`config.mk`:
```
export PLATFORM = sky130hd
export DESIGN_NAME = Core
export DESIGN_NICKNAME = d
export VERILOG_FILES = /design/src/verilog/core_pkg.sv /design/src/verilog/rob_if.sv /design/src/verilog/Core.sv /design/src/verilog/Rename.sv /design/src/verilog/ReorderBuffer.sv /design/src/verilog/Retire.sv
export VERILOG_INCLUDE_DIRS = /design/src /design/src/include
export SDC_FILE = /design/constraint.sdc
export NUM_CORES = 1
export LEC_CHECK = 0
export ABC_AREA = 0
export ABC_CLOCK_PERIOD_IN_PS = 6800
export BUFFER_PORTS_ARGS = -buffer_cell sky130_fd_sc_hd__buf_2
export CAP_MARGIN = 20
export CORE_MARGIN = 2
export CORE_UTILIZATION = 35
export DETAILED_ROUTE_END_ITERATION = 10
export GPL_TIMING_DRIVEN = 0
export PLACE_DENSITY = 0.51
export SETUP_SLACK_MARGIN = 0.4
export SYNTH_ARGS = -nofsm -noshare
export SYNTH_HDL_FRONTEND = slang
export SYNTH_SLANG_ARGS = --single-unit
export TNS_END_PERCENT = 100
```
`constraint.sdc`:
```
create_clock -name clk -period 6.8 [get_ports clk]
set_input_delay 0.34 -clock clk [delete_from_list [all_inputs] [get_ports clk]]
set_output_delay 0.34 -clock clk [all_outputs]
set_load 0.01 [all_outputs]
```
`src/include/core_defs.svh`:
```
`ifndef CORE_DEFS_SVH
`define CORE_DEFS_SVH

// micro-ops dispatched and committed per cycle
`define DEC_WIDTH 2

// reorder buffer depth, a power of two
`define ROB_SIZE 16

// one bit wider than the ROB index so the two halves of the number space
// can be told apart when sequence numbers wrap
`define SQN_BITS 5

// architectural destination register index
`define REG_BITS 5

// result word
`define DATA_BITS 32

`endif

```
`src/verilog/core_pkg.sv`:
```
`include "core_defs.svh"

package core_pkg;

    typedef logic [`SQN_BITS-1:0] SqN;
    typedef logic [`REG_BITS-1:0] RegIdx;

    typedef struct packed {
        logic valid;
        logic done;                     // writeback seen, entry may commit
        RegIdx regDst;
        logic [`DATA_BITS-1:0] result;
    } RobEntry;

    // renamed op on its way into the ROB
    typedef struct packed {
        logic valid;
        SqN sqN;
        RegIdx regDst;
    } R_UOp;

    typedef struct packed {
        logic valid;
        SqN sqN;
        logic [`DATA_BITS-1:0] result;
    } RES_UOp;

    typedef struct packed {
        logic taken;
        SqN sqN;                        // everything younger than this is discarded
    } BranchProv;

    typedef struct packed {
        logic valid;
        SqN sqN;
        RegIdx regDst;
        logic [`DATA_BITS-1:0] result;
    } CommitUOp;

endpackage

```
`src/verilog/rob_if.sv`:
```
`timescale 1ns/1ps
`include "core_defs.svh"

// renamed slots from Rename into the ROB, one valid strobe per slot
interface DispatchIf;
    import core_pkg::*;

    R_UOp uop[`DEC_WIDTH];

    modport src (
        output uop
    );

    modport dst (
        input uop
    );

endinterface

// the head of the ROB as seen by Retire
interface CommitWindowIf;
    import core_pkg::*;

    SqN curSqN;                         // oldest uncommitted sequence number
    RobEntry head[`DEC_WIDTH];          // entries at curSqN and curSqN + 1
    logic retire[`DEC_WIDTH];           // frees the matching head entry at the edge

    modport reader (
        output curSqN,
        output retire,
        input head
    );

    modport store (
        input curSqN,
        input retire,
        output head
    );

endinterface
```
`src/verilog/Core.sv`:
```
`timescale 1ns/1ps
`include "core_defs.svh"

module Core (
    input logic clk,
    input logic reset,
    input logic en,

    input logic inValid[`DEC_WIDTH],
    input core_pkg::RegIdx inRegDst[`DEC_WIDTH],
    output logic stall,

    input logic wbValid,
    input core_pkg::SqN wbSqN,
    input logic [`DATA_BITS-1:0] wbResult,

    input logic branchTaken,
    input core_pkg::SqN branchSqN,

    output logic comValid[`DEC_WIDTH],
    output core_pkg::SqN comSqN[`DEC_WIDTH],
    output core_pkg::RegIdx comRegDst[`DEC_WIDTH],
    output logic [`DATA_BITS-1:0] comResult[`DEC_WIDTH]
);
    import core_pkg::*;

    RES_UOp wb;
    BranchProv branch;
    SqN curSqN;
    CommitUOp comUOp[`DEC_WIDTH];

    DispatchIf dispatchBus();
    CommitWindowIf windowBus();

    assign wb = '{valid: wbValid, sqN: wbSqN, result: wbResult};
    assign branch = '{taken: branchTaken, sqN: branchSqN};

    always_comb begin
        for (int k = 0; k < `DEC_WIDTH; k++) begin
            comValid[k] = comUOp[k].valid;
            comSqN[k] = comUOp[k].sqN;
            comRegDst[k] = comUOp[k].regDst;
            comResult[k] = comUOp[k].result;
        end
    end

    Rename rename (
        .clk(clk),
        .reset(reset),
        .en(en),
        .inValid(inValid),
        .inRegDst(inRegDst),
        .branch(branch),
        .curSqN(curSqN),            // commit point closes the window
        .stall(stall),
        .dispatch(dispatchBus.src)
    );

    ReorderBuffer rob (
        .clk(clk),
        .reset(reset),
        .dispatch(dispatchBus.dst),
        .wb(wb),
        .branch(branch),
        .window(windowBus.store)
    );

    Retire retire (
        .clk(clk),
        .reset(reset),
        .window(windowBus.reader),
        .curSqN(curSqN),
        .comUOp(comUOp)
    );

endmodule

```
`src/verilog/Rename.sv`:
```
`timescale 1ns/1ps
`include "core_defs.svh"

module Rename (
    input logic clk,
    input logic reset,
    input logic en,
    input logic inValid[`DEC_WIDTH],
    input core_pkg::RegIdx inRegDst[`DEC_WIDTH],
    input core_pkg::BranchProv branch,
    input core_pkg::SqN curSqN,
    output logic stall,
    DispatchIf.src dispatch
);
    import core_pkg::*;

    // stall once the fill level comes within DEC_WIDTH of the window limit
    localparam int StallMargin = -`DEC_WIDTH;

    SqN nextSqN;
    SqN allocSqN;
    SqN windowLimit;
    SqN slotSqN[`DEC_WIDTH];
    logic accept[`DEC_WIDTH];
    logic frontEn;

    // one past the youngest sequence number the ROB can hold
    assign windowLimit = curSqN + SqN'(`ROB_SIZE);

    // signed so the comparison survives the wrap of the number space
    assign stall = $signed(nextSqN - windowLimit) > StallMargin;

    // a flush in the same cycle throws away whatever is offered
    assign frontEn = en && !stall && !branch.taken;

    // accepted slots are numbered back to back, slot 0 first
    always_comb begin
        SqN sqN;
        sqN = nextSqN;
        for (int k = 0; k < `DEC_WIDTH; k++) begin
            accept[k] = frontEn && inValid[k];
            slotSqN[k] = sqN;
            if (accept[k])
                sqN = sqN + SqN'(1);
        end
        allocSqN = sqN;
    end

    always_ff @(posedge clk) begin
        if (reset) begin
            nextSqN <= '0;
            for (int k = 0; k < `DEC_WIDTH; k++)
                dispatch.uop[k].valid <= 1'b0;
        end else begin
            if (branch.taken)
                nextSqN <= branch.sqN + SqN'(1);    // rewind behind the branch
            else
                nextSqN <= allocSqN;

            // nothing is accepted during a flush, so the registered slots
            // are dropped here and the ROB filters the ones still on the bus
            for (int k = 0; k < `DEC_WIDTH; k++) begin
                dispatch.uop[k].valid <= accept[k];
                dispatch.uop[k].sqN <= slotSqN[k];
                dispatch.uop[k].regDst <= inRegDst[k];
            end
        end
    end

endmodule

```
`src/verilog/ReorderBuffer.sv`:
```
`timescale 1ns/1ps
`include "core_defs.svh"

module ReorderBuffer (
    input logic clk,
    input logic reset,
    DispatchIf.dst dispatch,
    input core_pkg::RES_UOp wb,
    input core_pkg::BranchProv branch,
    CommitWindowIf.store window
);
    import core_pkg::*;

    localparam int IdxBits = $clog2(`ROB_SIZE);

    typedef logic [IdxBits-1:0] RobIdx;

    RobEntry entries[`ROB_SIZE];
    RobIdx entryOffset[`ROB_SIZE];
    SqN entrySqN[`ROB_SIZE];
    logic flushEntry[`ROB_SIZE];
    logic flushSlot[`DEC_WIDTH];
    RobIdx headIdx[`DEC_WIDTH];

    // true when sqN lies after branchSqN, modulo the wrap
    function automatic logic isYounger(SqN sqN, SqN branchSqN);
        return $signed(sqN - branchSqN) > 0;
    endfunction

    // the index only holds the low bits, the full number is rebuilt from the head
    always_comb begin
        for (int i = 0; i < `ROB_SIZE; i++) begin
            entryOffset[i] = RobIdx'(i) - window.curSqN[IdxBits-1:0];
            entrySqN[i] = window.curSqN + SqN'(entryOffset[i]);
            flushEntry[i] = branch.taken && isYounger(entrySqN[i], branch.sqN);
        end
    end

    // slots dispatched in the flush cycle may already be on the wrong path
    always_comb begin
        for (int k = 0; k < `DEC_WIDTH; k++)
            flushSlot[k] = branch.taken && isYounger(dispatch.uop[k].sqN, branch.sqN);
    end

    // head entries, hidden from Retire when a flush is killing them
    always_comb begin
        for (int k = 0; k < `DEC_WIDTH; k++) begin
            headIdx[k] = window.curSqN[IdxBits-1:0] + RobIdx'(k);
            window.head[k] = entries[headIdx[k]];
            if (branch.taken && isYounger(window.curSqN + SqN'(k), branch.sqN))
                window.head[k].valid = 1'b0;
        end
    end

    always_ff @(posedge clk) begin
        if (reset) begin
            for (int i = 0; i < `ROB_SIZE; i++) begin
                entries[i].valid <= 1'b0;
                entries[i].done <= 1'b0;
            end
        end else begin
            for (int k = 0; k < `DEC_WIDTH; k++) begin
                if (window.retire[k])
                    entries[headIdx[k]].valid <= 1'b0;
            end

            for (int i = 0; i < `ROB_SIZE; i++) begin
                if (flushEntry[i])
                    entries[i].valid <= 1'b0;
            end

            for (int k = 0; k < `DEC_WIDTH; k++) begin
                if (dispatch.uop[k].valid && !flushSlot[k]) begin
                    entries[dispatch.uop[k].sqN[IdxBits-1:0]].valid <= 1'b1;
                    entries[dispatch.uop[k].sqN[IdxBits-1:0]].done <= 1'b0;
                    entries[dispatch.uop[k].sqN[IdxBits-1:0]].regDst <= dispatch.uop[k].regDst;
                end
            end

            // comes last so a writeback in the dispatch cycle still marks the op done
            if (wb.valid) begin
                entries[wb.sqN[IdxBits-1:0]].done <= 1'b1;
                entries[wb.sqN[IdxBits-1:0]].result <= wb.result;
            end
        end
    end

endmodule

```
`src/verilog/Retire.sv`:
```
`timescale 1ns/1ps
`include "core_defs.svh"

module Retire (
    input logic clk,
    input logic reset,
    CommitWindowIf.reader window,
    output core_pkg::SqN curSqN,
    output core_pkg::CommitUOp comUOp[`DEC_WIDTH]
);
    import core_pkg::*;

    SqN headSqN;
    SqN retireCount;
    logic canRetire[`DEC_WIDTH];

    // only an unbroken run of done entries from the head may leave
    always_comb begin
        logic prefix;
        prefix = 1'b1;
        retireCount = '0;
        for (int k = 0; k < `DEC_WIDTH; k++) begin
            prefix = prefix && window.head[k].valid && window.head[k].done;
            canRetire[k] = prefix;
            if (prefix)
                retireCount = retireCount + SqN'(1);
        end
    end

    assign window.retire = canRetire;       // ROB frees these at the edge
    assign window.curSqN = headSqN;
    assign curSqN = headSqN;

    always_ff @(posedge clk) begin
        if (reset) begin
            headSqN <= '0;
            for (int k = 0; k < `DEC_WIDTH; k++)
                comUOp[k].valid <= 1'b0;
        end else begin
            headSqN <= headSqN + retireCount;

            // committed ops are shown for exactly one cycle
            for (int k = 0; k < `DEC_WIDTH; k++) begin
                comUOp[k].valid <= canRetire[k];
                comUOp[k].sqN <= headSqN + SqN'(k);
                comUOp[k].regDst <= window.head[k].regDst;
                comUOp[k].result <= window.head[k].result;
            end
        end
    end

endmodule

```
Yosys cells after proc, flatten, opt, wreduce, memory -nomap -nowiden
Memories as Yosys holds them, arrays and structs flattened. A register that Yosys moved wholly into a read port is not among the register bits.
Index checks and enable logic that the tools add are counted.
- bits in registers: 118
- bits in latches: 0
- RAM bits: 624
- bits in read-only memories: 0
- input port bits: 59
- output and inout bits: 87
- word-level logic and storage cells: 237
- memories: 1
- memories (memory ; words ; width ; read ports ; clocked after memory_dff ; write ports ; RTL line ; source):
    rob.entries ; 16 ; 39 ; 2 ; 1 ; 21 ; ReorderBuffer.sv:18 ; RobEntry entries[`ROB_SIZE];
- $add $sub $neg: 61
- multiply operators: 0
- divide/modulo/power cells: 0
- magnitude comparators: 21
- equal/unequal tests: 0
- shifts and indexed selects: 0
- multiplexer cells: 89
- bitwise logic cells: 16
- reduce and logical (&&, ||, !) cells: 33
- operators with widths (kind ; number):
    $sub 5x5->5 ; 21
    $gt 5x1->1 const B ; 20
    $mux 1 ; 84
    $add 5x4->5 ; 16
    $sub 4x4->4 const A ; 8
    $logic_and 1x1->1 ; 29
    $add 5x1->5 const B ; 5
    $mux 5 ; 4
    $or 1x1->1 ; 16
    $sub 3x4->4 const A ; 4
    $sub 1x4->4 const A ; 2
    $sub 2x4->4 const A ; 2
    $add 5x5->5 ; 1
    $add 5x5->5 const B ; 1
    $gt 5x2->1 const B ; 1
    $add 4x1->4 const B ; 1
    $logic_not 1->1 ; 4
    $mux 4 ; 1

Logic depth before layout (Yosys ltp)
- word-level depth: 11
- mapped depth: 21

Hierarchy
Synthesis repeated with hierarchy kept, for this count alone.
- cell total of the unflattened synthesis: 2192
- area, all modules: 37678.6 um2
- by module, submodules not included (module ; instances ; cells each ; area each (um2) ; sequential area each (um2)):
    ReorderBuffer ; 1 ; 1936 ; 33342.0 ; 18417.7
    Retire ; 1 ; 132 ; 2927.8 ; 2662.6
    Rename ; 1 ; 124 ; 1408.9 ; 740.7

Least setup slack after synthesis
No wires, ideal clock.
- path kind: register to register
- start point: reg retire.headSqN[0] (netlist: retire.curSqN[0])
- end point: mem rob.entries[10][38] in the netlist's numbering
- data arrival time: 5.384 ns
- required time: 6.716 ns
- path slack: 1.332 ns
- cell stages (with the launch flop): 22
- path buffers: 7
- period minus slack after synthesis: 5.468 ns
- cell sequence: dfxtp_1 -> buf_6 -> inv_2 -> buf_2 -> buf_1 -> ha_1 -> buf_2 -> buf_2 -> buf_1 -> xnor2_1 -> xnor2_1 -> fa_1 -> a21o_1 -> a21oi_1 -> xnor2_1 -> xnor2_1 -> or4_1 -> and4_1 -> nand4_2 -> buf_6 -> nor3_1 -> o31ai_2
- RTL lines (element ; RTL line ; source):
    start: declaration ; Retire.sv:13 ; SqN headSqN;
    start signal: assignment ; Retire.sv:40 ; headSqN <= headSqN + retireCount;
    end: declaration ; ReorderBuffer.sv:18 ;

==> summary.txt <==
Min path
  – Type of the worst min-delay path: in -> reg
  – Hold Path Depth: 1

CTS
  – CTS root buf: clkbuf_16
  – H-tree depth: 3
  – Clock Sinks: 742
  – CTS tree: built
  – Clk_lat worst skew: just under 0.7 ns
  – CTS Buf Count: 85
  – CTS Buffer Depth: 3
  – Reg clk slew, reported paths: approximately 0.06 ns

Yosys
  – Most used flip-flop cell after synthesis: edfxtp_1
  – Mean Syn Cell Area: approximately 14 sq um
  – #FFs+latches synth: 742
  – Synth Warn #: 0
  – Post-synth EDFFs: 696
  – Mapped Area: 38100 sq um
  – Synth cell types: 87
  – Syn Inst Count: approximately 2.7k
  – Sequential-to-total area share from yosys stat: approximately 57%
  – Asr flop ratio synth: 0%
  – Post-Synthesis Net Count: 2848

Route
  – WL met1: just under 60 mm
  – DR WL/cell: around 31 um
  – DRC errors left: 0
  – Post-Route WL: 140 mm
  – Via count: 26.9k
  – Top Layer Used: met5
  – Antenna-violating nets left: 0
  – Met2 WL: 66.3 mm
  – Metal3 WL: 10.8 mm
  – DR pass1 iterations: 7
  – DR vias/cell: 6.01
  – DR iter-0 viols: 3129

Die
  – Starting density of the core: 35.2%
  – Die Span Y: 334 um
  – Core area: 108000 sq um
  – Die area: 112000 sq um
  – I/O pin count: 146
  – Die width: 334 um
  – FP Rows: 121

Pwr
  – Post-layout total power: 10100 uW
  – Peak supply drop: a little under 0.2 mV
  – Static leakage: between 0.01 and 0.015 uW
  – PwrDens: 226 nW/um^2

Placed design
  – GPL Wtd Cong: a little under 0.9
  – IO buf count: 142
  – DP HPWL: just under 100 mm

Layout
  – Fillcell total: 9990
  – Layout Nets: 3150
  – Layout cells sized above 1: ~22%
  – Area grow syn2layout: 16.7%
  – Commonest cells after routing, fill and taps aside: 696 x edfxtp_1, 319 x nand2_1, 228 x mux4_2
  – Most common cell after layout, fill and taps aside: edfxtp_1

Job
  – Max-Cap Viols: 0

Global routing
  – Initial antenna violation count: 9
  – Total gr overflow: 0
  – Vias in the first global route: between 20k and 30k
  – Maximum number of pins on one net before global-route repair: 39
  – First-pass GRT wire length: about 200 mm
  – Gr usage total: about 25%

Timing
  – Unrepaired setup endpoints after global routing: false
  – Fmax: 162 MHz
  – Final min period: 6.18 ns
  – Setup_tns: 0 ns
  – Final Hold Viols: 0
  – Slew Viols, Final: 0
  – Layout Skew: roughly 0.03 ns
  – Slew HR: 18.7%
  – Period utilization: 90.9%
  – Slew @ Worst Pin: roughly 1.2 ns
  – Finish-stage setup viols: 0

Outcome
  – Outcome: complete, no violations

Critical path
  – CP arrival: 6.72 ns
  – Critical Path RT: about 7.3 ns
  – Cell count of the worst reg-to-reg path: 21
  – Crit. End Element: flip-flop
  – Worst-path maximum fanout: 16
  – WS Path Type: reg -> reg
  – CP startpoint kind: flip-flop
metal layers:
layer	track usage [%]	vias to the layer above
met5	0	-
met4	8.49	8
met3	4.20	241
met2	40.4	1348
met1	33.4	14000
li1	-	11300
worst max-delay path, stage by stage (launching register included):
cell	delay, ns
dfxtp_4	0.42
buf_6	0.18
inv_2	0.24
buf_6	0.29
buf_8	0.33
ha_2	0.39
buf_4	0.32
buf_4	0.30
buf_4	0.31
xnor2_1	0.14
xnor2_2	0.22
fa_1	0.55
xor2_1	0.20
nor3_1	0.29
nand2_1	0.09
o2bb2ai_1	0.33
nor3_1	0.16
a32oi_2	0.27
nand4_2	0.28
buf_4	0.26
nor4_1	0.31
o21bai_1	0.13
kinds of logic (layout without fill, tap and decap cells):
logic type               Yosys count  in the layout  synth area share, %
multiplexers                     393            393                 17.8
other                              0              3                    0
XOR/XNOR                          77             77                 1.98
flip-flops                       742            742                 57.3
buffers and inverters            243            612                 2.59
AND/OR/NAND/NOR                  678            678                 8.25
AO/OA/AOI/OAI                    464            464                 8.78
adder cells (fa/ha/maj)           96             96                 3.31
synthesized netlist by cell type, types with 6 or more instances:
cell type / n / share of area, %
edfxtp_1: 696 / 55
nand2_1: 319 / 3.1
mux4_2: 228 / 13
mux2i_1: 160 / 4.2
nor2_1: 132 / 1.3
clkbuf_1: 113 / 1.1
ha_1: 88 / 2.9
a21oi_1: 81 / 1.1
o221ai_1: 74 / 1.7
o31ai_1: 66 / 1.3
inv_1: 61 / 0.60
and3_1: 49 / 0.80
xnor2_1: 48 / 1.1
o22ai_1: 47 / 0.77
dfxtp_1: 46 / 2.4
a31oi_1: 39 / 0.64
nor3_1: 35 / 0.46
buf_1: 33 / 0.33
o21ai_0: 25 / 0.33
nand3_1: 24 / 0.32
xor2_1: 23 / 0.53
buf_2: 22 / 0.29
nor2b_1: 22 / 0.36
a21o_1: 16 / 0.32
a22o_1: 15 / 0.34
o21bai_1: 15 / 0.30
nor4_1: 12 / 0.20
nand4_1: 11 / 0.18
o211ai_1: 11 / 0.22
o21a_1: 11 / 0.22
or2_2: 11 / 0.18
nand2b_1: 10 / 0.16
o32ai_1: 10 / 0.23
or3_1: 10 / 0.16
and2_1: 9 / 0.15
fa_1: 8 / 0.42
nand3b_1: 6 / 0.12
nor3b_1: 6 / 0.12
final cells by class:
class / instances / area (sq um) / area share [%]
inverter: 67 / 251 / 0.565
antenna: 3 / 7.51 / 0.0169
sequential: 742 / 21800 / 49.1
multi-input combinational: 1708 / 15400 / 34.7
tap: 1414 / 1770 / 3.98
clock buffer: 102 / 2210 / 4.97
timing repair buffer: 215 / 1760 / 3.95
buffer: 176 / 777 / 1.75
clock inverter: 52 / 459 / 1.03
flip-flops by register name (all words and copies together), names as in the netlist:
register             flops
rename.dispatch.uop     22
rename.nextSqN           5
retire.comUOp           86
retire.curSqN            5
rob.entries            624
report_power, final:
part	internal, uW	switching [uW]
clock	2490	1970
sequential	5050	43.0
combinational	179	329
total	7720	2340
path summary, 6_finish.rpt:
check | start | end | slack, ns
min | wbResult[9] | rob.entries[5][9] | 0.04
min reg2reg | retire.curSqN[4] | retire.comUOp[84] | 0.46
max reg2reg | retire.curSqN[0] | rob.entries[15][38] | 0.62
max | retire.curSqN[0] | rob.entries[15][38] | 0.62
what timing repair did:
| action | 4_1_cts | 5_1_grt |
|---|---|---|
| hold endpoints to repair | 10 | 0 |
| hold buffers | 10 | 0 |
| pin swaps | 0 | 1 |
| endpoints found under the setup margin | 22 | 17 |
| gates resized for setup | 18 | 12 |
| buffers inserted | 0 | 1 |
stage by stage:
step / hold WS, ns / worst slack, ns / area (sq um) / instances / utilization [%]
2_1_floorplan: 0.409 / 1.33 / 38100 / 2693 / -
3_3_place_gp: 0.461 / -2.32 / 40600 / 4249 / 37.4
3_5_place_dp: 0.460 / -1.37 / 41600 / 4309 / 38.4
4_1_cts: 0.00105 / 0.404 / 44400 / 4473 / 41.0
5_1_grt: 0.0332 / 0.417 / 44500 / 4478 / 41.0
6_report: 0.0382 / 0.618 / 44500 / 4479 / 41.0
Note: power is estimated with default switching activity, not from simulation.
